[config.mk]
export PLATFORM = sky130hd
export DESIGN_NAME = clip_excess
export DESIGN_NICKNAME = d
export VERILOG_FILES = /design/src/hdl/cfr_pkg.sv /design/src/hdl/clip_excess.sv
export SDC_FILE = /design/constraint.sdc
export NUM_CORES = 1
export LEC_CHECK = 0
export BUFFER_PORTS_ARGS = -buffer_cell sky130_fd_sc_hd__buf_2
export CAP_MARGIN = 10
export CORE_MARGIN = 1
export CORE_UTILIZATION = 48
export CTS_CLUSTER_DIAMETER = 50
export CTS_CLUSTER_SIZE = 28
export DETAILED_ROUTE_END_ITERATION = 12
export GPL_TIMING_DRIVEN = 0
export PLACE_DENSITY = 0.82
export SYNTH_ARGS = -nofsm -noshare
export SYNTH_HDL_FRONTEND = slang
export SYNTH_SLANG_ARGS = --single-unit
[constraint.sdc]
create_clock -name clk -period 2.2 [get_ports clk]
set_input_delay 0.55 -clock clk [delete_from_list [all_inputs] [get_ports clk]]
set_output_delay 0.55 -clock clk [all_outputs]
set_load 0.01 [all_outputs]
[src/hdl/cfr_pkg.sv]
// Default datapath widths and CORDIC iteration count
// Arctangent table and inverse gain shared by both CORDIC engines
`default_nettype none

package cfr_pkg;

  // Signed I/Q sample width
  localparam int DATA_WIDTH_DEF = 16;

  // Number of CORDIC micro-rotations per engine, at most 24
  localparam int ITERATIONS_DEF = 12;

  // Phase word, full scale is one turn, below 32 bits
  localparam int PHASE_WIDTH_DEF = 16;

  // atan(2^-i) as a fraction of one turn, 32-bit resolution
  // Engines round this down to their own phase width
  localparam logic [31:0] cordic_atan [24] = '{
    32'h20000000, 32'h12E4051E, 32'h09FB385B, 32'h051111D4,
    32'h028B0D43, 32'h0145D7E1, 32'h00A2F61E, 32'h00517C55,
    32'h0028BE53, 32'h00145F2F, 32'h000A2F98, 32'h000517CC,
    32'h00028BE6, 32'h000145F3, 32'h0000A2FA, 32'h0000517D,
    32'h000028BE, 32'h0000145F, 32'h00000A30, 32'h00000518,
    32'h0000028C, 32'h00000146, 32'h000000A3, 32'h00000051
  };

  // 1/K of about 0.60725, unsigned Q1.15
  localparam logic [15:0] CORDIC_GAIN_COMP = 16'h4DBB;

endpackage

`default_nettype wire

[src/hdl/clip_excess.sv]
// Control synchronizer for enable and threshold
// Two-stage magnitude minus threshold, gated by enable
`timescale 1ns/1ps
`default_nettype none

module clip_excess #(
  parameter int DATA_WIDTH  = cfr_pkg::DATA_WIDTH_DEF,
  parameter int PHASE_WIDTH = cfr_pkg::PHASE_WIDTH_DEF
) (
  input  logic                   clk,
  input  logic                   rst_n,
  input  logic                   enable,
  input  logic [DATA_WIDTH:0]    threshold,
  input  logic [DATA_WIDTH:0]    mag,
  input  logic [PHASE_WIDTH-1:0] phase,
  output logic [DATA_WIDTH:0]    excess,
  output logic [PHASE_WIDTH-1:0] phase_d
);

  logic                         enable_meta;
  logic                         enable_s;
  logic        [DATA_WIDTH:0]   thresh_meta;
  logic        [DATA_WIDTH:0]   thresh_s;
  logic signed [DATA_WIDTH+1:0] diff_r;
  logic        [PHASE_WIDTH-1:0] phase_r;

  // Quasi-static controls, two flops each
  always_ff @(posedge clk) begin
    if (!rst_n) begin
      enable_meta <= 1'b0;
      enable_s    <= 1'b0;
      thresh_meta <= '0;
      thresh_s    <= '0;
    end else begin
      enable_meta <= enable;
      enable_s    <= enable_meta;
      thresh_meta <= threshold;
      thresh_s    <= thresh_meta;
    end
  end

  // Stage 1: signed overshoot, phase rides along
  // Stage 2: keep only positive overshoot when clipping is on
  always_ff @(posedge clk) begin
    if (!rst_n) begin
      diff_r  <= '0;
      phase_r <= '0;
      excess  <= '0;
      phase_d <= '0;
    end else begin
      diff_r  <= $signed({1'b0, mag}) - $signed({1'b0, thresh_s});
      phase_r <= phase;
      if (enable_s && (diff_r > 0)) begin
        excess <= diff_r[DATA_WIDTH:0];
      end else begin
        excess <= '0;
      end
      phase_d <= phase_r;
    end
  end

endmodule

`default_nettype wire

Word level (Yosys, flattened, before mapping)
Index checks and enable logic that the tools add are counted.

word-level totals
  flip-flop bits (word level) = 103
  input port bits = 53
  logic and storage cells = 12

operators by class
  $add $sub $neg = 1
  $lt $le $gt $ge = 1
  reduce and logical (&&, ||, !) cells = 2

operators by type and width
  kind                                                            number
  greater-than comparator 18 x 1 -> 1 bit, second input constant  1
  subtractor 17 x 17 -> 18 bit                                    1
  AND reduction 2 bit                                             1
  logical AND 1 bit                                               1

Logic depth before layout (Yosys ltp)
  depth in word-level cells = 3
  depth in mapped cells = 9
  mapped depth without buffers = 9

Worst setup path before layout
OpenSTA, ideal clock, no wires.

  path kind = input port to flip-flop
  start = input port mag[0]
  end = register diff_r[10]
  library setup time = 124 ps
  arrival = 2,030 ps
  data required time = 2,076 ps
  path slack = 46 ps
  cell stages on the path = 9
  path buffers = 0
  cells stage by stage = inv_1 ha_1 inv_1 fa_1 a211oi_1 nor2_1 o21ai_2 o21ai_0 mux2i_1

on the way
  word-level cells in the longest chain between the ends = 1

RTL lines
  element                       RTL line           source
  start: declaration            clip_excess.sv:14  input logic [DATA_WIDTH:0] mag,
  subtractor 17 x 17 -> 18 bit  clip_excess.sv:51  diff_r <= $signed({1'b0, mag}) - $signed({1'b0, thresh_s});
  end signal: assignment        clip_excess.sv:51
  end: declaration              clip_excess.sv:24  logic signed [DATA_WIDTH+1:0] diff_r;

No other way between the ends.
A chain may end at the register's enable or synchronous reset.

Worst setup path in the final report
  start = register thresh_s[0]
  end = register diff_r[10]

on the way
  word-level cells in the longest chain between the ends = 1

RTL lines
  element                       RTL line           source
  start: declaration            clip_excess.sv:23  logic [DATA_WIDTH:0] thresh_s;
  start signal: assignment      clip_excess.sv:38  thresh_s <= thresh_meta;
  subtractor 17 x 17 -> 18 bit  clip_excess.sv:51

No other way between the ends.

==> results.txt <==
----------------------------------------------------
[Critical path]
  Worst setup EP type ... flop
  Crit-path slowest cell ... sky130_fd_sc_hd__fa_1
  Largest stage delay, worst path ... 0.44 ns
  Register-to-Register Setup Slack ... 0.12 ns
  Critical path arrival ... 2.33 ns
  Top Family by Delay on Critical Path ... compound AO/OA/AOI/OAI gates
  Reg-to-reg critical path endpoint ... diff_r[10]$_SDFF_PN0_
  CP Buf/Inv Count ... 1
  Worst-path maximum fanout ... 4
  Worst-path cell chain ... ha_1 -> inv_1 -> fa_1 -> a211oi_2 -> nor2_1 -> o21ai_2 -> o21ai_0 -> mux2i_1
  Nature of the critical path startpoint ... flop
  Launching point of the worst reg2reg path ... thresh_s[0]$_SDFF_PN0_
  Critical Path RT ... 2.44 ns
  WS Path Type ... reg2reg
  Worst reg-to-reg path cell count ... 8

[Synthesis]
  Cell taking the most area after synthesis ... sky130_fd_sc_hd__dfxtp_1
  Flip-flop and latch count after synthesis ... 103
  Primary FF master, synth ... sky130_fd_sc_hd__dfxtp_1
  Register area share after synthesis ... 0.555
  Area share of the largest cell type after synthesis ... 0.555
  Synthesized area divided by synthesized cell count ... 10.3 sq um
  Synth top cells by count ... sky130_fd_sc_hd__dfxtp_1 (103), sky130_fd_sc_hd__and2_1 (87), sky130_fd_sc_hd__inv_1 (21), sky130_fd_sc_hd__ha_1 (17), sky130_fd_sc_hd__nand2_1 (17)
  Syn nets ... 431
  Most used standard cell by instance count after synthesis ... sky130_fd_sc_hd__dfxtp_1
  Number of distinct standard cells referenced by the synthesized netlist ... 40
  Synth Instances ... 360
  Warnings, synthesis ... 0
  Fraction of synthesis flops using an asynchronous set or reset pin ... 0
  Main area contributors after synthesis ... sky130_fd_sc_hd__dfxtp_1 (55%), sky130_fd_sc_hd__and2_1 (15%), sky130_fd_sc_hd__ha_1 (5.7%)
  Area of the mapped netlist ... 3720 sq um
  Count of flip-flops with a built-in enable after synthesis ... 0

[Global route]
  GRT Total Usage ... 0.176
  Aggregate global routing overflow ... 0
  Vias in the first global route ... 2,431
  Pin count of the biggest net entering global routing ... 20
  Initial antenna violation count ... 0
  Global-route wire length before repair ... 11,100 um

[Cells and area]
  Fill cell instance count of the final layout ... 644
  Count of antenna diodes in the layout ... 0
  Layout overhead on the synthesized area ... 20.0%
  Final std cells w/o fill ... 560
  Final net count ... 527
  Util after Layout ... 0.605
  Share of final-layout standard cells stronger than drive strength 1 ... 0.245

[Status]
  Run status ... finished clean

[Detailed routing]
  Post-detailed-route via-to-cell ratio ... 4.61
  Post-route antenna net violation count ... 0
  Average wire per cell in the routed design ... 12.3 um
  Count of vias placed by the detailed router ... 2,580
  Violation count after the first detailed-route iteration ... 71
  First-pass iteration count of the detailed router ... 4
  Post-detailed-route DRC marker count ... 0
  Wirelength, routed ... 6880 um

[Timing]
  Tmin final ... 2.08 ns
  Max frequency ... 480 MHz
  Final number of max-transition violations ... 0
  Clock Skew ... 0.00867 ns
  Transition at the pin with the smallest max-transition slack ... 0.615 ns
  Post-route worst setup slack ... 0.116 ns
  Total of endpoints with negative setup slack in the final report ... 0
  Setup TNS Final ... 0 ns
  Hold Fails Final Rpt ... 0
  Worst slew margin ... 0.585
  Unrepaired setup endpoints after global routing ... false
  Post-route clock period utilization ... 0.947

[Placement]
  Count of input and output buffers ... 85
  Routability Congestion ... 0.814
  Half-perimeter wire length of the detailed placement result ... 5380 um
  Cell count after placement ... 544
  Placement Setup Slack ... -0.262 ns

[CTS]
  TritonCTS clock tree ... done
  Maximum level of the CTS H-tree ... 3
  Number of buffers added by the clock tree synthesis step ... 9
  Clock Sink Count ... 103
  Clk Tree Root Cell ... sky130_fd_sc_hd__clkbuf_8
  CTS clock-pin slew for the worst setup and hold paths ... 0.11 ns
  Clock network latency to the later pin of the worst-skew pair ... 0.36 ns
  Buffer depth of the longest clock path ... 2

[Hold path]
  Class of the worst hold path ... in2reg
  Hold path start ... phase[7]
  Hold Path Depth ... 2
  Endpoint, Worst Hold ... phase_r[7]$_SDFF_PN0_

[Power and ir drop]
  Peak VDD IR ... 0.459 mV
  Reported leakage power ... 0.00202 uW
  Power density over the cells ... 786 nW/um^2

[Die]
  CORE AREA ... 7370 sq um
  Die extent in y ... 90 um
  Die width ... 90 um
  Effective utilization at floorplan ... 0.504
  Placement Rows ... 31
  Count of boundary I/O pins ... 86
  Full die area ... 8100 sq um

[Job]
  Max-Cap Viols ... 0

----------------------------------------------------
-- timing repair --
action	in CTS	in global routing
setup buffers	0	0
gates resized for setup	0	2
hold buffers	0	0
endpoints found under the setup margin	0	2
-- logic make-up (layout without fill, tap and decap cells) --
kind of cell | Yosys count | after routing | share of synthesized area
compound gates | 51 | 51 | 0.100
mux | 6 | 6 | 0.0162
simple gates | 145 | 145 | 0.221
flops | 103 | 103 | 0.555
fa+ha+maj | 18 | 18 | 0.0626
buf+inv | 33 | 134 | 0.0357
xor+xnor | 4 | 4 | 0.00943
-- routing by layer --
metal / vias to the layer above / global-route usage / wire length (um)
li1: 1371 / - / -
met1: 1144 / 0.207 / 3120
met2: 61 / 0.310 / 3460
met3: 4 / 0.0423 / 236
met4: 0 / 0.0605 / 71
met5: - / 0 / 0
-- layout by cell type, fill, tap and decap left out, types with 3 or more instances in the layout --
cell and n:
sky130_fd_sc_hd__clkbuf_8 9, sky130_fd_sc_hd__dfxtp_1 103, sky130_fd_sc_hd__nand2_1 17, sky130_fd_sc_hd__mux2i_1 6, sky130_fd_sc_hd__nand2b_1 6, sky130_fd_sc_hd__nand4_1 3, sky130_fd_sc_hd__nor3_1 6, sky130_fd_sc_hd__nor4_1 3
sky130_fd_sc_hd__o21a_1 3, sky130_fd_sc_hd__buf_2 86, sky130_fd_sc_hd__nor2_1 16, sky130_fd_sc_hd__a21oi_1 9, sky130_fd_sc_hd__o21ai_0 12, sky130_fd_sc_hd__and2_1 87, sky130_fd_sc_hd__o41ai_2 3, sky130_fd_sc_hd__a211oi_1 4
sky130_fd_sc_hd__a21o_1 4, sky130_fd_sc_hd__inv_6 3, sky130_fd_sc_hd__inv_1 21, sky130_fd_sc_hd__ha_1 17, sky130_fd_sc_hd__clkbuf_1 10
-- how the worst max path moves through the flow --
stage                      startpoint                    end  slack, ns  cells after the start
2_1_floorplan                  mag[0]  diff_r[10]$_SDFF_PN0_       0.05                      9
6_report       thresh_s[0]$_SDFF_PN0_  diff_r[10]$_SDFF_PN0_       0.12                      8
4_1_cts        thresh_s[0]$_SDFF_PN0_  diff_r[10]$_SDFF_PN0_       0.08                      8
3_3_place_gp                   mag[0]  diff_r[10]$_SDFF_PN0_      -0.25                     10
3_5_place_dp                   mag[0]  diff_r[10]$_SDFF_PN0_      -0.26                     10
5_1_grt        thresh_s[0]$_SDFF_PN0_  diff_r[10]$_SDFF_PN0_       0.01                      8
-- flip-flops by register name, summed over array words and instances, names as in the netlist --
signal       flops
diff_r          18
phase_d         16
enable_s         1
thresh_s        17
enable_meta      1
thresh_meta     17
phase_r         16
excess          17
-- power by group --
group	internal (uW)	switching, uW	total, uW
clock network	433	658	1090
registers	1960	28.3	1990
logic	197	230	427
-- final cells by class --
cell class | instances | area (sq um) | share of cell area
repair buffers | 85 | 425 | 0.0953
multi-input cells | 224 | 1530 | 0.344
well taps | 99 | 124 | 0.0278
clock inverters | 7 | 61.3 | 0.0137
flip-flops and latches | 103 | 2060 | 0.462
inverters | 21 | 78.8 | 0.0177
plain buffers | 12 | 53.8 | 0.0121
clock buffers | 9 | 124 | 0.0278
-- stage by stage --
stage	power, uW	cell area (sq um)	hold WS [ns]
finish	3510	4460	0.379
global route	3680	4460	0.363
CTS	3530	4450	0.369
detailed placement	2460	4270	0.417
global placement	2450	4270	0.413
floorplan	2320	3720	0.412
No activity file was read; power rests on OpenSTA's default activity.
