File: src/hdl/cfr_pkg.sv
// Default datapath widths and CORDIC iteration count
// Arctangent table and inverse gain shared by both CORDIC engines
`default_nettype none

package cfr_pkg;

  // Signed I/Q sample width
  localparam int DATA_WIDTH_DEF = 16;

  // Number of CORDIC micro-rotations per engine, at most 24
  localparam int ITERATIONS_DEF = 12;

  // Phase word, full scale is one turn, below 32 bits
  localparam int PHASE_WIDTH_DEF = 16;

  // atan(2^-i) as a fraction of one turn, 32-bit resolution
  // Engines round this down to their own phase width
  localparam logic [31:0] cordic_atan [24] = '{
    32'h20000000, 32'h12E4051E, 32'h09FB385B, 32'h051111D4,
    32'h028B0D43, 32'h0145D7E1, 32'h00A2F61E, 32'h00517C55,
    32'h0028BE53, 32'h00145F2F, 32'h000A2F98, 32'h000517CC,
    32'h00028BE6, 32'h000145F3, 32'h0000A2FA, 32'h0000517D,
    32'h000028BE, 32'h0000145F, 32'h00000A30, 32'h00000518,
    32'h0000028C, 32'h00000146, 32'h000000A3, 32'h00000051
  };

  // 1/K of about 0.60725, unsigned Q1.15
  localparam logic [15:0] CORDIC_GAIN_COMP = 16'h4DBB;

endpackage

`default_nettype wire

File: src/hdl/cordic_vectoring.sv
// Pipelined vectoring CORDIC, I/Q in, magnitude and phase out
// Half-plane fold, ITERATIONS micro-rotations, gain compensation
`timescale 1ns/1ps
`default_nettype none

module cordic_vectoring #(
  parameter int DATA_WIDTH  = cfr_pkg::DATA_WIDTH_DEF,
  parameter int ITERATIONS  = cfr_pkg::ITERATIONS_DEF,
  parameter int PHASE_WIDTH = cfr_pkg::PHASE_WIDTH_DEF
) (
  input  logic                         clk,
  input  logic                         rst_n,
  input  logic signed [DATA_WIDTH-1:0] data_i,
  input  logic signed [DATA_WIDTH-1:0] data_q,
  output logic        [DATA_WIDTH:0]   mag,
  output logic        [PHASE_WIDTH-1:0] phase
);

  // Fraction bits carried through the iterations
  localparam int GUARD = 4;
  // Sign, two growth bits for sqrt(2)*K, then guard bits
  localparam int XW = DATA_WIDTH + 2 + GUARD;
  localparam int MAG_SHIFT = 15 + GUARD;
  localparam logic signed [XW+16:0] MAG_HALF = (XW + 17)'(1) <<< (MAG_SHIFT - 1);

  logic signed [XW-1:0]          x_r [0:ITERATIONS];
  // Final y residual is never needed, so y stops one stage early
  logic signed [XW-1:0]          y_r [0:ITERATIONS-1];
  logic signed [PHASE_WIDTH-1:0] z_r [0:ITERATIONS];
  logic signed [XW-1:0]          x_in;
  logic signed [XW-1:0]          y_in;
  logic signed [XW+16:0]         mag_prod;

  // Per-stage angle, table value rounded to PHASE_WIDTH bits
  function automatic logic signed [PHASE_WIDTH-1:0] atan_step(input int i);
    logic [31:0] rounded;
    rounded = cfr_pkg::cordic_atan[i] + (32'd1 << (31 - PHASE_WIDTH));
    return rounded[31 -: PHASE_WIDTH];
  endfunction

  // Inputs scaled up by the guard bits
  assign x_in = XW'(data_i) <<< GUARD;
  assign y_in = XW'(data_q) <<< GUARD;

  // x times 1/K, rounded at the guard boundary
  assign mag_prod = x_r[ITERATIONS] * $signed({1'b0, cfr_pkg::CORDIC_GAIN_COMP})
                    + MAG_HALF;

  always_ff @(posedge clk) begin
    if (!rst_n) begin
      for (int i = 0; i <= ITERATIONS; i++) begin
        x_r[i] <= '0;
        z_r[i] <= '0;
      end
      for (int i = 0; i < ITERATIONS; i++) begin
        y_r[i] <= '0;
      end
      mag   <= '0;
      phase <= '0;
    end else begin
      //****************************************************************
      // Stage 0: fold left half-plane by 180 degrees
      //****************************************************************
      if (x_in < 0) begin
        x_r[0] <= -x_in;
        y_r[0] <= -y_in;
        z_r[0] <= {1'b1, {(PHASE_WIDTH - 1){1'b0}}};
      end else begin
        x_r[0] <= x_in;
        y_r[0] <= y_in;
        z_r[0] <= '0;
      end
      //****************************************************************
      // Micro-rotations, drive y to zero and sum the angle
      //****************************************************************
      for (int i = 0; i < ITERATIONS; i++) begin
        // Positive y means rotate clockwise
        if (y_r[i] < 0) begin
          x_r[i+1] <= x_r[i] - (y_r[i] >>> i);
          z_r[i+1] <= z_r[i] - atan_step(i);
        end else begin
          x_r[i+1] <= x_r[i] + (y_r[i] >>> i);
          z_r[i+1] <= z_r[i] + atan_step(i);
        end
      end
      for (int i = 0; i < ITERATIONS - 1; i++) begin
        if (y_r[i] < 0) begin
          y_r[i+1] <= y_r[i] + (x_r[i] >>> i);
        end else begin
          y_r[i+1] <= y_r[i] - (x_r[i] >>> i);
        end
      end
      // Gain stage, x is never negative here
      mag   <= mag_prod[MAG_SHIFT +: DATA_WIDTH + 1];
      phase <= z_r[ITERATIONS];
    end
  end

endmodule

`default_nettype wire

File: config.mk
export PLATFORM = sky130hd
export DESIGN_NAME = cordic_vectoring
export DESIGN_NICKNAME = d
export VERILOG_FILES = /design/src/hdl/cfr_pkg.sv /design/src/hdl/cordic_vectoring.sv
export SDC_FILE = /design/constraint.sdc
export NUM_CORES = 2
export LEC_CHECK = 0
export ABC_CLOCK_PERIOD_IN_PS = 6200
export BUFFER_PORTS_ARGS = -buffer_cell sky130_fd_sc_hd__buf_2
export CORE_MARGIN = 2
export CORE_UTILIZATION = 50
export CTS_BUF_LIST = sky130_fd_sc_hd__clkbuf_2
export DETAILED_ROUTE_END_ITERATION = 8
export GPL_TIMING_DRIVEN = 0
export PLACE_DENSITY_LB_ADDON = 0.08
export SYNTH_ARGS = -nofsm -noshare
export SYNTH_HDL_FRONTEND = slang
export SYNTH_SLANG_ARGS = --single-unit
File: constraint.sdc
create_clock -name clk -period 6.2 [get_ports clk]
set_input_delay 0.31 -clock clk [delete_from_list [all_inputs] [get_ports clk]]
set_output_delay 0.31 -clock clk [all_outputs]
set_load 0.1 [all_outputs]
---- Yosys cells after proc, flatten, opt, wreduce, memory -nomap -nowiden ----
Memory sizes are Yosys's and may differ from the RTL's. A register that Yosys moved wholly into a read port is not among the register bits.
Index checks and enable logic that the tools add are counted.
cells by class
  add/subtract/negate cells ............... 72
  $mul .................................... 1
  divide/modulo/power cells ............... 0
  order comparisons ....................... 13
  equality and inequality tests ........... 0
  shift-type cells ........................ 0
  muxes and demuxes ....................... 155
  bitwise gates (word level) .............. 76
  reductions and logical operators ........ 1
operators by type and width
  operator             count
  $mux 22              50
  $mux 16              26
  $lt 22x1->1 const B  12
  $mux 1               79
  $or 1x1->1           76
  $add 22x12->22       2
  $add 22x13->22       2
  $add 22x14->22       2
  $add 22x15->22       2
  $add 22x16->22       2
  $add 22x17->22       2
  $add 22x18->22       2
  $add 22x19->22       2
  $add 22x20->22       2
  $add 22x21->22       2
  $neg 20->22          2
  $sub 22x12->22       2
  $sub 22x13->22       2
  $sub 22x14->22       2
  $sub 22x15->22       2
  $sub 22x16->22       2
  $sub 22x17->22       2
  $sub 22x18->22       2
  $sub 22x19->22       2
  34 further kinds     37
word-level totals
  flip-flop bits (word level) ............. 17
  bits in latches ......................... 0
  bits in writable memories ............... 758
  memory bits (read-only) ................. 0
  logic and storage cells ................. 322
  memories kept ........................... 3
memories
  name  depth  bits a word  read ports  clocked after memory_dff  wr ports  line                    text
  x_r   13     22           13          0                         13        cordic_vectoring.sv:26  logic signed [XW-1:0] x_r [0:ITERATIONS];
  y_r   12     22           12          0                         12        cordic_vectoring.sv:28  logic signed [XW-1:0] y_r [0:ITERATIONS-1];
  z_r   13     16           13          1                         13        cordic_vectoring.sv:29  logic signed [PHASE_WIDTH-1:0] z_r [0:ITERATIONS];

---- Longest topological paths before layout ----
An unclocked memory read counts as a cell.
  word-level depth ........................ 7
  depth in mapped cells ................... 22

---- Worst setup path before layout ----
Ideal clock, no wire load.
  kind .................................... register to register
  from .................................... memory x_r[12][21] (netlist name)
  to ...................................... register mag[16]
  arrival ................................. 5609 ps
  path slack .............................. 471 ps
  cell stages (with the launch flop) ...... 19
  buffers on the path ..................... 0
  cell sequence ........................... edfxtp_1 ha_1 fa_1 inv_1 fa_1 fa_1 fa_1 inv_1 fa_1 inv_1 ha_1 o21a_1 o21a_1 o22a_1 o31ai_1 a31oi_1 a211oi_1 o2bb2ai_1 mux2_2
RTL lines
  item                  line                    text
  from (decl)           cordic_vectoring.sv:26
  to (signal assigned)  cordic_vectoring.sv:94  mag <= mag_prod[MAG_SHIFT +: DATA_WIDTH + 1];
  to (decl)             cordic_vectoring.sv:15  output logic [DATA_WIDTH:0] mag,

==> metrics.md <==
| Metric | Value |
|---|---|
| Synthesized flop and latch total | 715 |
| # H-tree levels | 4 |
| Floorplan core area | 133600 um2 |
| Die H | 370.9 um |
| RSZ-0062 raised after global routing | yes |
| Area of the die | 137600 um2 |
| Slew at the pin closest to its max-slew limit | 1.413 ns |
| Area share of the largest cell type after synthesis | 0.3042 |
| First-pass GRT wire length | 313200 um |
| Fin crit period | 6.096 ns |
| Critical path peak fanout | 5 |
| MaxCap Viol Count | 0 |
| Ports | 67 |
| Clock root cell | clkbuf_2 |
| Post-synth top area cell | edfxtp_1 |
| Slew margin rel. | 0.04588 |
| EDFF count, synth | 682 |
| Top FF cell, synth | edfxtp_1 |
| Synth area leaders | edfxtp_1, ha_1, fa_1 |
| Worst path arrival time | 7.64 ns |
| Setup ws final | 0.1039 ns |
| Cells after Synth | 7305 |
| Element type at the critical path end | register |
| Mapped Area | 67310 um2 |
| Layout Skew | 0.1229 ns |
| Fin crit share | 0.9832 |
| Status | complete, no violations |
| Fmax | 164.0 MHz |
| Placed Area | 72460 um2 |
| Number of CTS-inserted buffers | 200 |
| IO buf count | 66 |
| WL final | 204100 um |
| Synth Warn # | 0 |
| Final Hold Viols | 0 |
| Total grt overflow | 0 |
| Sink Count | 715 |
| Vias in the first global route | 55911 |
| Largest net degree at the start of global routing | 23 |
| Type of the worst min-delay path | input pin to register |
| Pre-CTS setup slack | -0.8449 ns |
| Synthesized area per cell | 9.215 um2 |
| Starting density of the core | 0.5038 |
| Pins Over Slew Limit | 0 |
| Skew-Pair Late Insertion Delay | 1.73 ns |
| Crit path launch type | register |
| Setup CP Type | register to register |
| Max Root-Sink Buffers | 3 |
| Tot GR Track Use | 0.2970 |
| Share of layout cells above drive strength 1 | 0.06306 |
| Final setup fails | 0 |
| CTS tree | built |
| CTS clk-pin slew, worst paths | 0.10 ns |
| Distinct cells, synth | 94 |
| DRT antenna net count | 0 |
| Initial antenna violation count | 10 |
| DRC viols | 0 |
| DR vias | 56636 |
| Worst EP required | 7.74 ns |
| Ys async rst share | 0 |
| DRT iter0 DRCs | 3813 |
| Drt first pass iters | 5 |
| Area growth syn-to-layout | 12.81% |
| Design area | 75940 um2 |
| Row count | 134 |
| Die W | 370.9 um |
| Min Hold Slack | 0.2983 ns |
| Most frequent cells in the layout | nor2_1, ha_1, conb_1 |
| HPWL Detailed | 162800 um |
| Most common cell after layout, fill and taps aside | nor2_1 |
| Via density | 5.475 |
| Sequential area share after synthesis | 0.3141 |
| DR WL/cell | 19.73 um |
| Nets | 9468 |
| GP Congestion | 0.9584 |
-- per-stage QoR --
step / std cells / TNS (ns) / utilization
after floorplan: 7987 / 0 / -
after global placement: 9821 / -7.916 / 0.5419
after detailed placement: 9822 / -8.388 / 0.5423
after CTS: 10313 / 0 / 0.5664
after global routing: 10340 / -0.1279 / 0.5682
final: 10345 / 0 / 0.5683
-- synth_stat cells, types with 76 or more instances --
library cell and count:
a211oi_1 97, a21o_1 199, a21oi_1 595, and2_1 110
clkbuf_1 175, edfxtp_1 682, fa_1 192, ha_1 829
inv_1 572, nand2_1 342, nand2b_1 109, nand3_1 111
nor2_1 911, nor2b_1 76, nor3_1 237, o21ai_0 301
o21bai_1 84, xnor2_1 422, xor2_1 333
-- worst max-delay path, stage by stage (launching register included) --
cell and delay (ns):
edfxtp_1 0.50, buf_4 0.21, ha_1 0.32, xor2_1 0.18, ha_1 0.18, a21o_1 0.18, fa_1 0.57, fa_1 0.45
fa_1 0.55, inv_1 0.05, fa_1 0.53, inv_1 0.04, ha_1 0.36, a21oi_1 0.17, nor2_1 0.06, o21a_1 0.20
o31ai_4 0.32, a31oi_4 0.20, a211oi_4 0.31, o2bb2ai_1 0.16, mux2_2 0.37
-- what timing repair did --
item,CTS,global route
hold endpoints to repair,48,0
endpoints found under the setup margin,15,9
hold buffers,123,0
pin swaps,1,5
resized for setup,7,15
buffers inserted,16,17
-- registers in the layout, summed over array words and instances (netlist names) --
| name | count |
|---|---|
| mag | 17 |
| phase | 16 |
| x_r | 271 |
| y_r | 241 |
| z_r | 170 |
-- kinds of logic (layout without fill, tap and decap cells) --
kind of cell | Yosys count | count (layout) | synth area share
compound gates | 1757 | 1757 | 0.1680
xor+xnor | 755 | 755 | 0.09823
fa+ha+maj | 1021 | 1021 | 0.2112
buf+inv | 781 | 1357 | 0.04387
flops | 715 | 715 | 0.3141
mux | 66 | 66 | 0.009944
other cells | 2 | 698 | 0.0001116
simple gates | 2208 | 2208 | 0.1546
-- worst paths after layout --
| check | end | slack [ns] | cells after the start | startpoint |
|---|---|---|---|---|
| setup / recovery | mag[16] | 0.10 | 20 | x_r[12][10] |
| hold / removal | y_r[0][20] | 0.30 | 10 | data_q[2] |
| setup reg to reg | mag[16] | 0.10 | 20 | x_r[12][10] |
| hold reg to reg | phase[6] | 0.44 | 1 | z_r[12][6] |
-- area by class of cell --
| cell class | count | area, um2 |
|---|---|---|
| Clock inverter | 59 | 357.8 |
| Sequential cell | 715 | 21140 |
| Timing Repair Buffer | 224 | 1856 |
| Tap cell | 1768 | 2212 |
| Clock buffer | 293 | 1466 |
| Antenna cell | 14 | 35.03 |
| Fill cell | 12427 | 57690 |
| Buffer | 199 | 789.5 |
| Multi-Input combinational cell | 6491 | 45900 |
| Inverter | 582 | 2185 |
-- routing by layer --
layer,vias to the layer above,track usage,part of all wire
met4,0,0.1411,0.047
met5,-,0,0
met3,393,0.04409,0.049
li1,27781,-,-
met2,1434,0.5292,0.50
met1,27028,0.3493,0.41
Power is left out: the tool's default activity adds up to more than one toggle a clock period on the data nets, which glitch-free logic cannot reach.
