==> config.mk <==
export PLATFORM = sky130hd
export DESIGN_NAME = cordic_rotation
export DESIGN_NICKNAME = d
export VERILOG_FILES = /design/src/hdl/cfr_pkg.sv /design/src/hdl/cordic_rotation.sv
export SDC_FILE = /design/constraint.sdc
export NUM_CORES = 2
export LEC_CHECK = 0
export BUFFER_PORTS_ARGS = -buffer_cell sky130_fd_sc_hd__buf_2
export CAP_MARGIN = 20
export CORE_AREA = 2 2 359 361
export DETAILED_ROUTE_END_ITERATION = 10
export DIE_AREA = 0 0 361 363
export PLACE_DENSITY = 0.81
export SLEW_MARGIN = 10
export SYNTH_ARGS = -nofsm -noshare
export SYNTH_HDL_FRONTEND = slang
export SYNTH_SLANG_ARGS = --single-unit
export TNS_END_PERCENT = 30
==> constraint.sdc <==
create_clock -name clk -period 8.2 [get_ports clk]
set_clock_uncertainty 0.05 [all_clocks]
set_input_delay 0.41 -clock clk [delete_from_list [all_inputs] [get_ports clk]]
set_output_delay 0.41 -clock clk [all_outputs]
set_load 0.1 [all_outputs]
==> src/hdl/cfr_pkg.sv <==
// Default datapath widths and CORDIC iteration count
// Arctangent table and inverse gain shared by both CORDIC engines
`default_nettype none

package cfr_pkg;

  // Signed I/Q sample width
  localparam int DATA_WIDTH_DEF = 16;

  // Number of CORDIC micro-rotations per engine, at most 24
  localparam int ITERATIONS_DEF = 12;

  // Phase word, full scale is one turn, below 32 bits
  localparam int PHASE_WIDTH_DEF = 16;

  // atan(2^-i) as a fraction of one turn, 32-bit resolution
  // Engines round this down to their own phase width
  localparam logic [31:0] cordic_atan [24] = '{
    32'h20000000, 32'h12E4051E, 32'h09FB385B, 32'h051111D4,
    32'h028B0D43, 32'h0145D7E1, 32'h00A2F61E, 32'h00517C55,
    32'h0028BE53, 32'h00145F2F, 32'h000A2F98, 32'h000517CC,
    32'h00028BE6, 32'h000145F3, 32'h0000A2FA, 32'h0000517D,
    32'h000028BE, 32'h0000145F, 32'h00000A30, 32'h00000518,
    32'h0000028C, 32'h00000146, 32'h000000A3, 32'h00000051
  };

  // 1/K of about 0.60725, unsigned Q1.15
  localparam logic [15:0] CORDIC_GAIN_COMP = 16'h4DBB;

endpackage

`default_nettype wire

==> src/hdl/cordic_rotation.sv <==
// Pipelined rotation CORDIC, excess magnitude and phase in
// Prescale by 1/K, ITERATIONS micro-rotations, quadrant sign flip
`timescale 1ns/1ps
`default_nettype none

module cordic_rotation #(
  parameter int DATA_WIDTH  = cfr_pkg::DATA_WIDTH_DEF,
  parameter int ITERATIONS  = cfr_pkg::ITERATIONS_DEF,
  parameter int PHASE_WIDTH = cfr_pkg::PHASE_WIDTH_DEF
) (
  input  logic                         clk,
  input  logic                         rst_n,
  input  logic        [DATA_WIDTH:0]   excess,
  input  logic        [PHASE_WIDTH-1:0] phase_d,
  output logic signed [DATA_WIDTH+1:0] corr_i,
  output logic signed [DATA_WIDTH+1:0] corr_q
);

  localparam int GUARD = 4;
  // Excess is DATA_WIDTH+1 bits unsigned, plus sign and one spare bit
  localparam int XW = DATA_WIDTH + 3 + GUARD;
  localparam int PRE_SHIFT = 15 - GUARD;
  localparam logic [DATA_WIDTH+16:0] PRE_HALF = (DATA_WIDTH + 17)'(1) << (PRE_SHIFT - 1);
  localparam logic signed [XW-1:0] POST_HALF = XW'(1) <<< (GUARD - 1);

  logic signed [XW-1:0]          x_r [0:ITERATIONS];
  logic signed [XW-1:0]          y_r [0:ITERATIONS];
  // Last residual angle is not needed
  logic signed [PHASE_WIDTH-1:0] z_r [0:ITERATIONS-1];
  logic                          flip_r [0:ITERATIONS];
  logic                          fold;
  logic        [DATA_WIDTH+16:0] pre_prod;
  logic signed [XW-1:0]          x_round;
  logic signed [XW-1:0]          y_round;
  logic signed [DATA_WIDTH+1:0]  x_corr;
  logic signed [DATA_WIDTH+1:0]  y_corr;

  function automatic logic signed [PHASE_WIDTH-1:0] atan_step(input int i);
    logic [31:0] rounded;
    rounded = cfr_pkg::cordic_atan[i] + (32'd1 << (31 - PHASE_WIDTH));
    return rounded[31 -: PHASE_WIDTH];
  endfunction

  // Phase outside +-90 degrees, top two bits differ
  assign fold = phase_d[PHASE_WIDTH-1] ^ phase_d[PHASE_WIDTH-2];
  // Excess times 1/K, keeping GUARD fraction bits
  assign pre_prod = excess * cfr_pkg::CORDIC_GAIN_COMP + PRE_HALF;

  assign x_round = (x_r[ITERATIONS] + POST_HALF) >>> GUARD;
  assign y_round = (y_r[ITERATIONS] + POST_HALF) >>> GUARD;
  assign x_corr  = x_round[DATA_WIDTH+1:0];
  assign y_corr  = y_round[DATA_WIDTH+1:0];

  always_ff @(posedge clk) begin
    if (!rst_n) begin
      for (int i = 0; i <= ITERATIONS; i++) begin
        x_r[i]    <= '0;
        y_r[i]    <= '0;
        flip_r[i] <= 1'b0;
      end
      for (int i = 0; i < ITERATIONS; i++) begin
        z_r[i] <= '0;
      end
      corr_i <= '0;
      corr_q <= '0;
    end else begin
      // Start on the x axis, half a turn removed by inverting the MSB
      x_r[0]    <= XW'(pre_prod >> PRE_SHIFT);
      y_r[0]    <= '0;
      flip_r[0] <= fold;
      z_r[0]    <= fold ? {~phase_d[PHASE_WIDTH-1], phase_d[PHASE_WIDTH-2:0]} : phase_d;
      //****************************************************************
      // Micro-rotations, drive the residual angle to zero
      //****************************************************************
      for (int i = 0; i < ITERATIONS; i++) begin
        if (z_r[i] < 0) begin
          x_r[i+1] <= x_r[i] + (y_r[i] >>> i);
          y_r[i+1] <= y_r[i] - (x_r[i] >>> i);
        end else begin
          x_r[i+1] <= x_r[i] - (y_r[i] >>> i);
          y_r[i+1] <= y_r[i] + (x_r[i] >>> i);
        end
        flip_r[i+1] <= flip_r[i];
      end
      for (int i = 0; i < ITERATIONS - 1; i++) begin
        if (z_r[i] < 0) begin
          z_r[i+1] <= z_r[i] + atan_step(i);
        end else begin
          z_r[i+1] <= z_r[i] - atan_step(i);
        end
      end
      // Undo the half-turn fold, zero stays zero
      corr_i <= flip_r[ITERATIONS] ? -x_corr : x_corr;
      corr_q <= flip_r[ITERATIONS] ? -y_corr : y_corr;
    end
  end

endmodule

`default_nettype wire

# After elaboration in Yosys (flattened, before gate mapping)
# Memories as Yosys holds them, arrays and structs flattened.
# Cells that the tools add are included.
# classes
magnitude_cmp	12
n_bitwise	88
muxes	163
mul	1
n_addsub	74
# op_table
cell	count
two-way mux 23 bit	50
two-way mux 16 bit	24
less-than comparator 16 x 1 -> 1 bit (second input constant)	12
two-way mux 1 bit	87
OR 1 bit	86
adder 23 x 12 -> 23 bit	2
adder 23 x 13 -> 23 bit	2
adder 23 x 14 -> 23 bit	2
adder 23 x 15 -> 23 bit	2
adder 23 x 16 -> 23 bit	2
adder 23 x 17 -> 23 bit	2
adder 23 x 18 -> 23 bit	2
adder 23 x 19 -> 23 bit	2
adder 23 x 20 -> 23 bit	2
adder 23 x 21 -> 23 bit	2
adder 23 x 22 -> 23 bit	2
subtractor 23 x 12 -> 23 bit	2
subtractor 23 x 13 -> 23 bit	2
subtractor 23 x 14 -> 23 bit	2
subtractor 23 x 15 -> 23 bit	2
subtractor 23 x 16 -> 23 bit	2
subtractor 23 x 17 -> 23 bit	2
subtractor 23 x 18 -> 23 bit	2
subtractor 23 x 19 -> 23 bit	2
other kinds (34)	41
# word_totals
word_cells	344
ram_bits	803
mem_count	4
input_bits	35
ff_bits	36
# mem_list
name	words	word_bits	read_ports	rd_ports_with_merged_regs	write_ports	line	text
x_r	13	23	13	0	13	cordic_rotation.sv:26	logic signed [XW-1:0] x_r [0:ITERATIONS];
y_r	13	23	13	0	13	cordic_rotation.sv:27	logic signed [XW-1:0] y_r [0:ITERATIONS];
z_r	12	16	12	0	12	cordic_rotation.sv:29	logic signed [PHASE_WIDTH-1:0] z_r [0:ITERATIONS-1];
flip_r	13	1	13	0	13	cordic_rotation.sv:30	logic flip_r [0:ITERATIONS];

# Depth between registers and ports, before layout
# depth
ltp_word	6
depth_mapped	23
mapped_depth_nobuf	23

# Worst setup path before layout
# OpenSTA, ideal clock, no wires.
# synth_path
kind	in2reg
start	input port excess[4]
end	memory x_r[0][11] (netlist bit)
path_slack_ns	2.412
cell_stages	20
required_time_ns	8.022
arrival_time_ns	5.611
setup_ns	0.128
path_buffers	0
cell_sequence	inv_1 -> fa_1 -> fa_1 -> fa_1 -> inv_1 -> ha_1 -> fa_1 -> inv_1 -> fa_1 -> inv_1 -> ha_1 -> and3_1 -> a221o_1 -> a31o_1 -> a311o_1 -> a211o_1 -> a21o_1 -> a21oi_1 -> xor2_1 -> nor2_1
# synth_lines
element	line	text
from (decl)	cordic_rotation.sv:13	input logic [DATA_WIDTH:0] excess,
to (decl)	cordic_rotation.sv:26	

==> flow_summary.json <==
{
  "status": "completed",
  "cpPeakStageDelay_ps": 550,
  "p_per_area_nw_per_um2": 465,
  "share_clk_of_total_power": 0.114,
  "finalWirelength_microns": 174000,
  "maxCapViolations": 0,
  "synth_top_area_frac": 0.304,
  "tns_ps": 0,
  "synth_cells": 7545,
  "async_flop_share": 0,
  "ys_top_cells_by_area": "edfxtp_1, ha_1, xnor2_1",
  "initial_utilization": 0.547,
  "grt_pass1_vias": 55600,
  "crit_path_top_delay_cell": "fa_1",
  "cts_tree": "done",
  "clock_sinks": 789,
  "post_dp_cell_area_sq_um": 74000,
  "pin_count": 71,
  "yosys.area_share.simple": 0.167,
  "yosysSeqAreaShare": 0.329,
  "dp_hpwl_microns": 135000,
  "yosysWarnings": 0,
  "io_buffer_count": 70,
  "final-setup-viol-count": 0,
  "synth.area.mux_share": 0.00996,
  "netlist_top_cells_count": "nor2_1, ha_1, edfxtp_1",
  "setup_ws_ps": 2580,
  "syn_area_sq_um": 69500,
  "cp_max_fo": 4,
  "synth_compound_area_frac": 0.165,
  "path_cells": "buf_2, inv_1, fa_1, fa_1, fa_1, inv_1, ha_1, fa_1, inv_1, fa_1, inv_1, ha_1, and3_1, a221o_1, a31o_1, a311o_1, a211o_1, a21o_1, a21oi_1, xor2_1, nor2_1",
  "grt_antenna_before_repair": 2,
  "p_seq_frac": 0.235,
  "max_freq_ghz": 0.178,
  "die_w_microns": 361,
  "core-area_sq_um": 127000,
  "crit_type": "in -> reg",
  "final-hold-violation-count": 0,
  "drt-wirelength-per-cell_microns": 17.4,
  "grt.total_usage": 0.263,
  "cts_setup_buffers": 0,
  "stdcell_count": 9985,
  "yosysTopAreaCell": "edfxtp_1",
  "synth_seq_cells": 789,
  "slew_headroom": 0.259,
  "cts_htree_levels": 3,
  "ys.flop_type": "edfxtp_1",
  "synth-xor-area-share": 0.108,
  "timing.critical_path.mode_cell": "fa_1",
  "min_period_ps": 5620,
  "drt.antenna.violating_nets": 0,
  "gp_congestion": 0.975,
  "vias": 56600,
  "internal-power_mw": 18.6,
  "areaGrowthSynthToFinish_pct": 11.0,
  "fp.dieH_microns": 363,
  "drt-pass1-iter-count": 6,
  "cts_root_buf": "clkbuf_16",
  "vias_per_cell": 5.67,
  "drive_gt1_frac": 0.0388,
  "arrival_ps": 6130,
  "design_area_sq_um": 77100,
  "tightest_slew_ps": 1110,
  "hold_path.class": "reg -> reg",
  "synth_fa_ha_area_frac": 0.184,
  "dp.cells": 9805,
  "clkLatencyLatePin_ps": 720,
  "grt_max_degree": 209,
  "report.final.slew_viol_count": 0,
  "drt_first_iter_violations": 4430,
  "cts.path.max_buffers": 3,
  "combPwrFrac": 0.652,
  "swShare": 0.480,
  "placement_rows": 131,
  "cts-buffers-inserted": 90,
  "grt_pass1_wl_microns": 283000,
  "place_ws_ps": 1870,
  "synth_edf_count": 702,
  "postSynthAreaPerCell_sq_um": 9.21,
  "grt-ovfl-total": 0,
  "synth.most_common_cell": "nor2_1",
  "critPathRequiredTime_ps": 8710,
  "cp-start-kind": "input pin",
  "die-area_sq_um": 131000,
  "power.switching_mw": 17.2,
  "synth_top_family_by_area": "adder cells",
  "synth_cell_types": 109,
  "power.leakage_nw": 34.2,
  "endpoint_kind": "flip-flop",
  "rsz0062_at_grt": "no",
  "power.ir.vdd_worst_mv": 0.271,
  "nets": 9225,
  "post-route-period-util": 0.685,
  "clk_transition_reported_paths_ps": 60,
  "route.detailed.drc": 0
}
-- routing by layer --
layer / up-vias / GRT usage / part of all wire
met3: 350 / 0.0315 / 0.057
met1: 26800 / 0.340 / 0.43
li1: 27800 / - / -
met5: - / 0 / 0
met4: 0 / 0.106 / 0.039
met2: 1641 / 0.450 / 0.47
-- critical path: cells and delay by family --
| kind | cells | cell delay, ps |
|---|---|---|
| buf+inv | 5 | 390 |
| simple gates | 2 | 230 |
| compound gates | 6 | 1740 |
| fa+ha+maj | 7 | 3200 |
| xor+xnor | 1 | 160 |
-- path summary, 6_finish.rpt --
path              startpoint          to  slack, ps  cells after the start
setup / recovery   excess[4]  x_r[0][11]       2580                     21
hold / removal     flip_r[3]   flip_r[4]        380                      1
setup reg to reg  z_r[3][15]  y_r[7][19]       3240                     16
hold reg to reg    flip_r[3]   flip_r[4]        380                      1
-- logic make-up after synthesis --
logic type | after synthesis
AO/OA/AOI/OAI | 1767
flip-flops | 789
other | 1
multiplexers | 67
AND/OR/NAND/NOR | 2447
adder cells (fa/ha/maj) | 939
buffers and inverters | 681
XOR/XNOR | 854
-- power by group through the flow --
stage	logic [mW]	registers, mW	clock network [mW]
6_report	23.4	8.41	4.08
5_1_grt	26.1	8.54	4.30
4_1_cts	23.1	8.35	4.16
3_5_place_dp	22.9	8.40	0
3_3_place_gp	22.3	8.37	0
2_1_floorplan	17.9	7.87	0
-- layout make-up --
type / instances / area, sq um
inverters: 477 / 1800
fillers: 10700 / 49900
diodes: 2 / 5.00
repair buffers: 117 / 764
flip-flops and latches: 789 / 22800
multi-input cells: 6776 / 46700
clock buffers: 114 / 2510
clock inverters: 48 / 450
well taps: 1662 / 2080
-- metrics by stage --
step,power (mW),hold WS [ps],util
finish,35.9,377,0.607
global route,38.9,387,0.607
global placement,30.7,371,0.582
CTS,35.7,347,0.607
floorplan,25.7,362,-
detailed placement,31.3,372,0.582
-- repair_timing --
action | 4_1_cts | 5_1_grt
hold buffers | 16 | 0
resized for setup | 0 | 0
hold endpoints to repair | 17 | 0
-- flip-flops by register name, summed over array words and instances (netlist names) --
register,count
corr_i,18
corr_q,18
y_r,272
x_r,293
z_r,175
flip_r,13
-- cells in the final DEF (no fill, tap or decap), drive strengths merged, types with 96 or more instances in the layout --
| master | n |
|---|---|
| inv | 480 |
| nor2 | 989 |
| buf | 100 |
| nand2 | 403 |
| and2 | 132 |
| a21o | 221 |
| xor2 | 380 |
| o21ai | 363 |
| xnor2 | 474 |
| nand3 | 125 |
| o31ai | 96 |
| edfxtp | 702 |
| conb | 702 |
| ha | 798 |
| fa | 141 |
| nor3 | 244 |
| nand2b | 112 |
| a21oi | 527 |
| clkbuf | 115 |
(Power assumes the default switching activity.)
