<file path="config.mk">
export PLATFORM = sky130hd
export DESIGN_NAME = clip_subtract
export DESIGN_NICKNAME = d
export VERILOG_FILES = /design/src/hdl/cfr_pkg.sv /design/src/hdl/clip_subtract.sv
export SDC_FILE = /design/constraint.sdc
export NUM_CORES = 1
export LEC_CHECK = 0
export ABC_AREA = 0
export BUFFER_PORTS_ARGS = -buffer_cell sky130_fd_sc_hd__buf_4
export CAP_MARGIN = 20
export CORE_UTILIZATION = 45
export CTS_CLUSTER_SIZE = 8
export DETAILED_ROUTE_END_ITERATION = 6
export GPL_ROUTABILITY_DRIVEN = 0
export PLACE_DENSITY = 0.61
export SLEW_MARGIN = 20
export SYNTH_ARGS = -nofsm -noshare
export SYNTH_HDL_FRONTEND = slang
export SYNTH_SLANG_ARGS = --single-unit
</file>
<file path="constraint.sdc">
create_clock -name clk -period 3.6 [get_ports clk]
set_input_delay 0.54 -clock clk [delete_from_list [all_inputs] [get_ports clk]]
set_output_delay 0.54 -clock clk [all_outputs]
set_load 0.01 [all_outputs]
</file>
<file path="src/hdl/cfr_pkg.sv">
// Default datapath widths and CORDIC iteration count
// Arctangent table and inverse gain shared by both CORDIC engines
`default_nettype none

package cfr_pkg;

  // Signed I/Q sample width
  localparam int DATA_WIDTH_DEF = 16;

  // Number of CORDIC micro-rotations per engine, at most 24
  localparam int ITERATIONS_DEF = 12;

  // Phase word, full scale is one turn, below 32 bits
  localparam int PHASE_WIDTH_DEF = 16;

  // atan(2^-i) as a fraction of one turn, 32-bit resolution
  // Engines round this down to their own phase width
  localparam logic [31:0] cordic_atan [24] = '{
    32'h20000000, 32'h12E4051E, 32'h09FB385B, 32'h051111D4,
    32'h028B0D43, 32'h0145D7E1, 32'h00A2F61E, 32'h00517C55,
    32'h0028BE53, 32'h00145F2F, 32'h000A2F98, 32'h000517CC,
    32'h00028BE6, 32'h000145F3, 32'h0000A2FA, 32'h0000517D,
    32'h000028BE, 32'h0000145F, 32'h00000A30, 32'h00000518,
    32'h0000028C, 32'h00000146, 32'h000000A3, 32'h00000051
  };

  // 1/K of about 0.60725, unsigned Q1.15
  localparam logic [15:0] CORDIC_GAIN_COMP = 16'h4DBB;

endpackage

`default_nettype wire

</file>
<file path="src/hdl/clip_subtract.sv">
// Input delay line matched to the correction path
// Saturating subtraction of the I/Q correction
`timescale 1ns/1ps
`default_nettype none

module clip_subtract #(
  parameter int DATA_WIDTH = cfr_pkg::DATA_WIDTH_DEF,
  parameter int DELAY      = 2 * cfr_pkg::ITERATIONS_DEF + 6
) (
  input  logic                         clk,
  input  logic                         rst_n,
  input  logic signed [DATA_WIDTH-1:0] data_i,
  input  logic signed [DATA_WIDTH-1:0] data_q,
  input  logic signed [DATA_WIDTH+1:0] corr_i,
  input  logic signed [DATA_WIDTH+1:0] corr_q,
  output logic signed [DATA_WIDTH-1:0] clip_i,
  output logic signed [DATA_WIDTH-1:0] clip_q
);

  localparam logic signed [DATA_WIDTH+2:0] SAT_MAX = (DATA_WIDTH + 3)'(2**(DATA_WIDTH-1) - 1);
  localparam logic signed [DATA_WIDTH+2:0] SAT_MIN = -(DATA_WIDTH + 3)'(2**(DATA_WIDTH-1));

  logic signed [DATA_WIDTH-1:0] d_i [0:DELAY-1];
  logic signed [DATA_WIDTH-1:0] d_q [0:DELAY-1];
  logic signed [DATA_WIDTH+2:0] diff_i;
  logic signed [DATA_WIDTH+2:0] diff_q;

  // Clamp to the output sample range
  function automatic logic signed [DATA_WIDTH-1:0] sat(input logic signed [DATA_WIDTH+2:0] v);
    if (v > SAT_MAX) begin
      return SAT_MAX[DATA_WIDTH-1:0];
    end else if (v < SAT_MIN) begin
      return SAT_MIN[DATA_WIDTH-1:0];
    end
    return v[DATA_WIDTH-1:0];
  endfunction

  // Full-width difference, no wrap before saturation
  assign diff_i = (DATA_WIDTH + 3)'(d_i[DELAY-1]) - (DATA_WIDTH + 3)'(corr_i);
  assign diff_q = (DATA_WIDTH + 3)'(d_q[DELAY-1]) - (DATA_WIDTH + 3)'(corr_q);

  always_ff @(posedge clk) begin
    if (!rst_n) begin
      for (int k = 0; k < DELAY; k++) begin
        d_i[k] <= '0;
        d_q[k] <= '0;
      end
      clip_i <= '0;
      clip_q <= '0;
    end else begin
      d_i[0] <= data_i;
      d_q[0] <= data_q;
      for (int k = 1; k < DELAY; k++) begin
        d_i[k] <= d_i[k-1];
        d_q[k] <= d_q[k-1];
      end
      clip_i <= sat(diff_i);
      clip_q <= sat(diff_q);
    end
  end

endmodule

`default_nettype wire

</file>
# [After elaboration in Yosys (flattened, before gate mapping)]
# Memory sizes are Yosys's and may differ from the RTL's.
# Index checks and enable logic that the tools add are counted.
[op_classes] n_addsub=2 magnitude_cmp=4 muxes=74 n_bitwise=60
[ops] operator="$mux 16" count=66
[ops] operator="$or 1x1->1" count=60
[ops] operator="$gt 19x16->1 const B" count=2
[ops] operator="$lt 19x16->1 const B" count=2
[ops] operator="$sub 16x18->19" count=2
[ops] operator="$mux 1" count=8
[totals] reg_bits=32 ramBits=960 output_inout_bits=32 n_memories=2
[memory_table] memory="d_i" depth=30 width=16 rd=30 rd_clocked_by_memory_dff=0 wr=30 line="clip_subtract.sv:23" source="logic signed [DATA_WIDTH-1:0] d_i [0:DELAY-1];"
[memory_table] memory="d_q" depth=30 width=16 rd=30 rd_clocked_by_memory_dff=0 wr=30 line="clip_subtract.sv:24" source="logic signed [DATA_WIDTH-1:0] d_q [0:DELAY-1];"

# [Longest topological paths before layout]
# Gate-level depths: netlist of run 1.
[logic_depth] ltp_word=6 ltp_mapped=13

# [Worst setup path before layout of run 1]
# Ideal clock, no wire load.
[synth_timing] path_kind="input port to flip-flop" from="in corr_q[0]" to="reg clip_q[10]" setup_time_ns=0.132 arrival_time_ns=2.902 required_ns=3.468 setup_slack_ns=0.566 path_stages=12 path_buffers=1 cell_sequence="ha_1 > inv_1 > fa_1 > a211oi_1 > o21ai_0 > o2111a_1 > o21ai_0 > a21oi_1 > o31a_1 > o21ai_1 > clkbuf_1 > a21oi_1"
[synth_via] elab_chain_cells=6 elab_cells_between_ends=8 classes_between="1 x add/sub; 2 x order compare; 5 x mux"
[synth_lines] item="from (decl)" line="clip_subtract.sv:15" source="input logic signed [DATA_WIDTH+1:0] corr_q,"
[synth_lines] item="$sub 16x18->19 *" line="clip_subtract.sv:40" source="assign diff_q = (DATA_WIDTH + 3)'(d_q[DELAY-1]) - (DATA_WIDTH + 3)'(corr_q);"
[synth_lines] item="$lt 19x16->1" line="clip_subtract.sv:32" source="end else if (v < SAT_MIN) begin"
[synth_lines] item="$mux 1" line="clip_subtract.sv:32"
[synth_lines] item="$mux 1" line="clip_subtract.sv:30" source="if (v > SAT_MAX) begin"
[synth_lines] item="$mux 1" line="clip_subtract.sv:43" source="if (!rst_n) begin"
[synth_lines] item="$mux 16 *" line="clip_subtract.sv:35" source="return v[DATA_WIDTH-1:0];"
[synth_lines] item="to (signal assigned)" line="clip_subtract.sv:58" source="clip_q <= sat(diff_q);"
[synth_lines] item="to (decl)" line="clip_subtract.sv:17" source="output logic signed [DATA_WIDTH-1:0] clip_q"
# Mark *: on every way between the ends. The rest lies on a longest branch, timed or not. The select of a mux whose other input is x is not followed.
# A chain may end at the register's enable or synchronous reset.

==> results of run 1 <==
cell usage after synthesis, types with 4 or more instances:
cell type | n | area [µm²]
a211oi_1 | 6 | 45.0
a21o_1 | 17 | 128
a21oi_1 | 39 | 195
a21oi_2 | 10 | 87.6
a31oi_1 | 7 | 43.8
and2_1 | 961 | 6010
clkbuf_1 | 112 | 420
dfxtp_1 | 992 | 19900
ha_1 | 36 | 450
inv_1 | 46 | 173
nand2_1 | 15 | 56.3
nand2b_1 | 8 | 50.1
nor2_1 | 20 | 75.1
nor2b_1 | 4 | 25.0
nor3_1 | 7 | 35.0
o211ai_1 | 6 | 45.0
o21a_1 | 4 | 30.0
o21ai_0 | 25 | 125
xnor2_1 | 13 | 114
xor2_1 | 15 | 131
cell families after synthesis:
logic type | synth area share
adder cells (fa/ha/maj) | 0.0172
multiplexers | 0.000351
AND/OR/NAND/NOR | 0.222
XOR/XNOR | 0.00860
buffers and inverters | 0.0222
flip-flops | 0.697
AO/OA/AOI/OAI | 0.0332
cell type report:
type	instances	area, µm²
inverters	46	173
repair buffers	124	1030
clock inverters	13	190
clock buffers	148	3650
well taps	837	1050
fillers	5216	28200
multi-input cells	1230	8020
flip-flops and latches	992	19900
metrics by stage:
stage	hold slack, ns	instance area (µm²)	power (mW)	instances	util
6_report	0.0602	34000	22.9	3390	0.546
5_1_grt	0.0161	34000	23.9	3390	0.546
4_1_cts	0.000663	34000	23.3	3390	0.546
3_5_place_dp	0.417	30000	11.8	3216	0.483
3_3_place_gp	0.413	30000	11.7	3216	0.483
2_1_floorplan	0.412	28500	11.6	2385	-
routing by layer:
layer  vias up  wire (µm)  GRT usage
met2       371      16600      0.191
met4         0       1200     0.0787
met1      6851      15900      0.132
li1       7637          -          -
met3       111       2330     0.0403
met5         -          0          0
registers in the layout (all words and copies together) (netlist names):
| signal | cells |
|---|---|
| d_i | 480 |
| clip_i | 16 |
| clip_q | 16 |
| d_q | 480 |
what timing repair did:
| item | 4_1_cts | 5_1_grt |
|---|---|---|
| gates resized for setup | 0 | 1 |
| endpoints found under the setup margin | 0 | 14 |
| hold endpoints to repair | 13 | 0 |
| hold buffers | 13 | 0 |
| buffers inserted | 0 | 0 |
power by group through the flow:
stage	combinational (mW)	sequential [mW]	clock (mW)
after floorplan	0.260	11.3	0
after global placement	0.422	11.3	0
after detailed placement	0.433	11.3	0
after CTS	0.448	11.1	11.8
after global routing	0.495	11.1	12.3
final	0.439	11.1	11.4
final timing paths:
| path | startpoint | endpoint | slack (ns) | depth (start not counted) |
|---|---|---|---|---|
| hold reg to reg | d_i[1][49] | d_i[2][1] | 0.41 | 1 |
| setup / recovery | d_i[7][16] | clip_i[10] | 0.37 | 12 |
| setup reg to reg | d_i[7][16] | clip_i[10] | 0.37 | 12 |
| hold / removal | data_i[7] | d_i[0][7] | 0.06 | 2 |
layout by cell type, fill, tap and decap left out, drive strengths merged, types with 3 or more instances in the layout:
cell type | synthesis | routed
a21o | 17 | 17
nand2b | 8 | 8
xnor2 | 13 | 13
a211oi | 6 | 6
nor2 | 20 | 20
a31oi | 7 | 7
inv | 46 | 54
o21a | 4 | 4
o211ai | 6 | 6
dlygate4sd3 | 0 | 13
xor2 | 15 | 15
and2 | 961 | 961
clkbuf | 112 | 148
nand4 | 3 | 3
nor3 | 8 | 8
a2111oi | 3 | 3
buf | 5 | 111
o21ai | 27 | 27
nand2 | 15 | 15
a21oi | 49 | 49
o21bai | 3 | 3
nor2b | 4 | 4
dfxtp | 992 | 992
ha | 36 | 36
clkinv | 0 | 4
==> reports/metrics.csv, run 1 <==
stage,metric,value,unit
outcome,result_of_the_run,"finished, final reports clean",
timing,finalSetupViolations,0,
timing,period_share,0.897,
floorplan,die-height,254,µm
timing,final_max_slew_viol_count,0,
logic_synthesis,synth.yosys.warnings,0,
floorplan,io-pin-count,102,
power,power_per_cell_area,674,nW/µm²
logic_synthesis,syn_inst,2385,
logic_synthesis,synth-seq-area-share,0.697,
setup_path,worstPathArrival,3.77,ns
job,cap_violations,0,
cts,total_clock_buffers_created_by_cts,142,
finish,synthToLayoutAreaGrowth,19.2,%
logic_synthesis,yosysUniqueCellTypes,50,
logic_synthesis,async_reset_ff_frac,0,
timing,setup_total_negative_slack,0,ns
floorplan,floorplan.initialDensity,0.459,
setup_path,critPathCaptureType,flop,
timing,finalHoldViolCount,0,
power,max_rail_drop_vdd,0.504,mV
timing,achievable-frequency,310,MHz
logic_synthesis,number_of_flops_mapped_to_enable_cells_by_yosys,0,
setup_path,crit_path_start_kind,flop,
finish,drive_gt1_frac,0.112,
floorplan,std_cell_rows,91,
cts,cts_root_buffer,clkbuf_16,
cts,cts.clk_slew.worst_paths,0.04,ns
setup_path,critPathTopFamily,compound AO/OA/AOI/OAI gates,
finish,antenna_cells_inserted,0,
cts,cts-htree-levels,4,
cts,clock_latency,0.69,ns
logic_synthesis,synth_area_per_cell,12.0,µm²
setup_path,cp.buffers_inverters,2,
cts,cts_sinks,992,
route,via_per_inst,4.42,
placed_design,buffer_ports.inserted,101,
setup_path,critical_path.slowest_cell,a32oi_4,
route,number_of_nets_with_antenna_violations_after_routing,0,
floorplan,dieWidth,254,µm
power,cellLeakagePower,14.6,nW
placed_design,hpwlAfterDp,18800,µm
power,share_of_power_burned_in_the_clock_network,0.496,
route,wl,36100,µm
timing,post-route-min-period,3.23,ns
floorplan,core-area,62200,µm²
logic_synthesis,synthesis.nets,2493,
setup_path,path_cells,inv_1 -> ha_1 -> inv_1 -> fa_1 -> a211oi_1 -> o21ai_0 -> a211oi_1 -> nand2_1 -> o311a_1 -> and2_1 -> a32oi_4 -> a21oi_1,
cts,max-clock-path-buffers,3,
power,power_report.internal_total,18.4,mW
power,seqPwrFrac,0.485,
power,p_comb_frac,0.019,
timing,finalWorstSetupSlack,0.372,ns
route,detailroute.via_count,15000,
floorplan,area_of_the_die,64400,µm²
finish,finalNetCount,2644,
setup_path,crit_path_max_incr_delay,0.58,ns
route,routedWlPerCell,10.7,µm
timing,timing.max_slew.rel_slack,0.444,
route,drt_pre_antenna_iters,5,
grt,grt_pass1_vias,14700,
logic_synthesis,ys.flop_type,dfxtp_1,
power,power_switching,4.47,mW
grt,grt_start_max_net_pins,182,
placed_design,detailedPlace.worstSlack,-0.127,ns
timing,finClkSkew,0.0151,ns
grt,grt_antenna_before_repair,0,
worst_hold_path,hold_path_class,in -> reg,
power,swShare,0.195,
logic_synthesis,syn-cell-area,28500,µm²
grt,grt_pass1_wl,63000,µm
grt,globalRoute.totalOverflow,0,
setup_path,critical_path_required,4.14,ns
logic_synthesis,ys_ff_latch,992,
setup_path,crit_fanout,15,
cts,tritoncts,built,
setup_path,timing_worst_setup_path_type,reg -> reg,
grt,global_route.usage.total,0.118,
route,drt_iter0_drc,717,
timing,rsz_0062_raised_after_global_routing,no,
route,route.detailed.drc,0,
timing,worstMarginPinSlew,0.813,ns
No activity file was read; power rests on OpenSTA's default activity.
==> run 2: changes to the inputs <==
- ABC_CLOCK_PERIOD_IN_PS: not set -> 4050
- GPL_TIMING_DRIVEN: not set -> 0
- clock period: 3.6 -> 4.05 ns (I/O delays scaled with it)
==> reports/metrics.csv, run 2 (synthesis results as in run 1) <==
stage,metric,value,unit,change
setup_path,critical_path_required,4.59,ns,+0.45 ns
timing,post-route-min-period,3.42,ns,+0.197 ns
setup_path,timing_worst_setup_path_type,reg -> reg,,
route,drt_pre_antenna_iters,4,,-1
power,overall_power_of_the_completed_layout,20.3,mW,-11%
power,p_comb_frac,0.021,,+0.002
setup_path,crit_path_start_kind,flop,,
finish,post_layout_nonfiller_instances,3485,,+2.8%
route,wl,43500,µm,+21%
finish,finalNetCount,2738,,+3.6%
cts,tritoncts,built,,
finish,commonest_non_fill_non_tap_cells_in_the_layout,"dfxtp_1 (992), and2_1 (961), clkbuf_16 (144)",,
floorplan,std_cell_rows,91,,unchanged
power,cellLeakagePower,14.6,nW,about the same
grt,globalRoute.totalOverflow,0,,unchanged
job,cap_violations,0,,unchanged
timing,final_max_slew_viol_count,0,,unchanged
worst_hold_path,hold_path_class,in -> reg,,
power,swShare,0.199,,+0.00393
finish,area_occupied_by_multi_input_gates,8020,µm²,about the same
cts,cts_sinks,992,,unchanged
cts,cts.clk_slew.worst_paths,0.05,ns,about the same
setup_path,worstPathArrival,3.96,ns,+0.19 ns
placed_design,hpwlAfterDp,29900,µm,+59%
finish,synthToLayoutAreaGrowth,19.6,%,
cts,max-clock-path-buffers,3,,unchanged
floorplan,area_of_the_die,64400,µm²,unchanged
power,seqPwrFrac,0.486,,about the same
cts,clock_latency,0.69,ns,about the same
setup_path,critPathTopFamily,compound AO/OA/AOI/OAI gates,,
floorplan,io-pin-count,102,,unchanged
timing,finClkSkew,0.0139,ns,-0.00122 ns
power,share_of_power_burned_in_the_clock_network,0.493,,-0.003
placed_design,buffer_ports.inserted,101,,unchanged
setup_path,cp.buffers_inverters,3,,+1
power,power_report.internal_total,16.3,mW,-12%
route,routedWlPerCell,12.5,µm,+17%
route,detailroute.via_count,15400,,+2.7%
cts,total_clock_buffers_created_by_cts,142,,unchanged
grt,grt_start_max_net_pins,17,,-91%
floorplan,floorplan.initialDensity,0.459,,unchanged
cts,cts_root_buffer,clkbuf_16,,
cts,cts.repair.resized,0,,unchanged
timing,finalHoldViolCount,0,,unchanged
cts,hold_buffers,0,,-13
grt,grt_pass1_wl,72900,µm,+16%
timing,achievable-frequency,292,MHz,-5.8%
route,via_per_inst,4.41,,about the same
floorplan,core-area,62200,µm²,unchanged
route,route.detailed.drc,0,,unchanged
outcome,result_of_the_run,"finished, final reports clean",,
timing,rsz_0062_raised_after_global_routing,no,,
route,number_of_nets_with_antenna_violations_after_routing,0,,unchanged
placed_design,post_place_instance_area,30300,µm²,+1.1%
floorplan,dieWidth,254,µm,unchanged
cts,post-cts-setup-buffer-count,0,,unchanged
grt,global_route.usage.total,0.143,,+0.0253
grt,grt_antenna_before_repair,1,,+1
setup_path,crit_fanout,10,,-5
route,drt_iter0_drc,414,,-42%
power,power_per_cell_area,596,nW/µm²,-12%
setup_path,crit_path_max_incr_delay,0.43,ns,-0.15 ns
finish,layout.filler_cells,5290,,+1.4%
setup_path,critPathCaptureType,flop,,
finish,stdcell_area,34100,µm²,+0.38%
finish,regArea,19900,µm²,unchanged
finish,mostFrequentLayoutCell,dfxtp_1,,
setup_path,critical_path.slowest_cell,fa_1,,
power,max_rail_drop_vdd,0.386,mV,-23%
timing,fin_worst_hold_slack,0.128,ns,+0.0677 ns
finish,reg.largest.list,"d_i x480, d_q x480",,
timing,timing.max_slew.rel_slack,0.384,,-0.0606
timing,worstMarginPinSlew,0.924,ns,+0.112 ns
timing,period_share,0.846,,-0.0510
setup_path,path_cells,inv_1 -> ha_1 -> inv_1 -> fa_1 -> a211oi_1 -> o21ai_0 -> o2111a_1 -> o21ai_0 -> a21oi_1 -> o31a_1 -> o21ai_1 -> clkbuf_1 -> a21oi_1,,
cts,cts-htree-levels,4,,unchanged
power,power_switching,4.04,mW,-9.5%
grt,grt_pass1_vias,15800,,+7.7%
placed_design,place_inst,3323,,+3.3%
floorplan,die-height,254,µm,unchanged
timing,setup_total_negative_slack,0,ns,unchanged
finish,drive_gt1_frac,0.105,,-0.00658
timing,finalSetupViolations,0,,unchanged
## run 2: changes by cell type in the layout (fill, tap and decap cells not counted), moves of 2 or more
| cell | before | now |
|---|---|---|
| buf_4 | 105 | 101 |
| inv_16 | 1 | 3 |
| buf_12 | 5 | 0 |
| clkbuf_1 | 2 | 114 |
| buf_2 | 0 | 3 |
| dlygate4sd3_1 | 13 | 0 |
| clkinv_2 | 0 | 2 |
| diode_2 | 0 | 2 |
## run 2: layout make-up
cell class | instances | area share
Inverter | 46 | 0.00506
Antenna cell | 2 | 0.000147
Multi-Input combinational cell | 1230 | 0.235
Timing Repair Buffer | 101 | 0.0222
Clock inverter | 14 | 0.00503
Tap cell | 837 | 0.0307
Sequential cell | 992 | 0.582
Clock buffer | 146 | 0.106
Buffer | 117 | 0.0135
## run 2: stage by stage
stage,util,worst slack (ns)
4_1_cts,0.549,0.643
3_5_place_dp,0.488,0.311
3_3_place_gp,0.488,0.249
2_1_floorplan,-,0.948
6_report,0.549,0.625
5_1_grt,0.549,0.399
## run 2: worst paths after layout
kind                    start          to  slack, ns  depth (start not counted)
setup / recovery  d_q[14][16]  clip_q[11]       0.63                         13
hold / removal      data_i[4]   d_i[0][4]       0.13                          2
setup reg to reg  d_q[14][16]  clip_q[11]       0.63                         13
hold reg to reg    d_i[2][50]   d_i[3][2]       0.41                          1
## run 2: power groups by stage
stage | Combinational, mW | Clock (mW) | Sequential [mW]
2_1_floorplan | 0.231 | 0 | 10.1
3_3_place_gp | 0.430 | 0 | 10.1
3_5_place_dp | 0.439 | 0 | 10.1
4_1_cts | 0.441 | 10.3 | 9.88
5_1_grt | 0.484 | 10.8 | 9.87
6_report | 0.425 | 10.0 | 9.88
## run 2: metal layers
layer | global-route usage | share of wire | vias to the layer above
li1 | - | - | 7822
met1 | 0.144 | 0.39 | 7101
met2 | 0.267 | 0.53 | 345
met3 | 0.0378 | 0.053 | 111
met4 | 0.0792 | 0.033 | 0
met5 | 0 | 0 | -
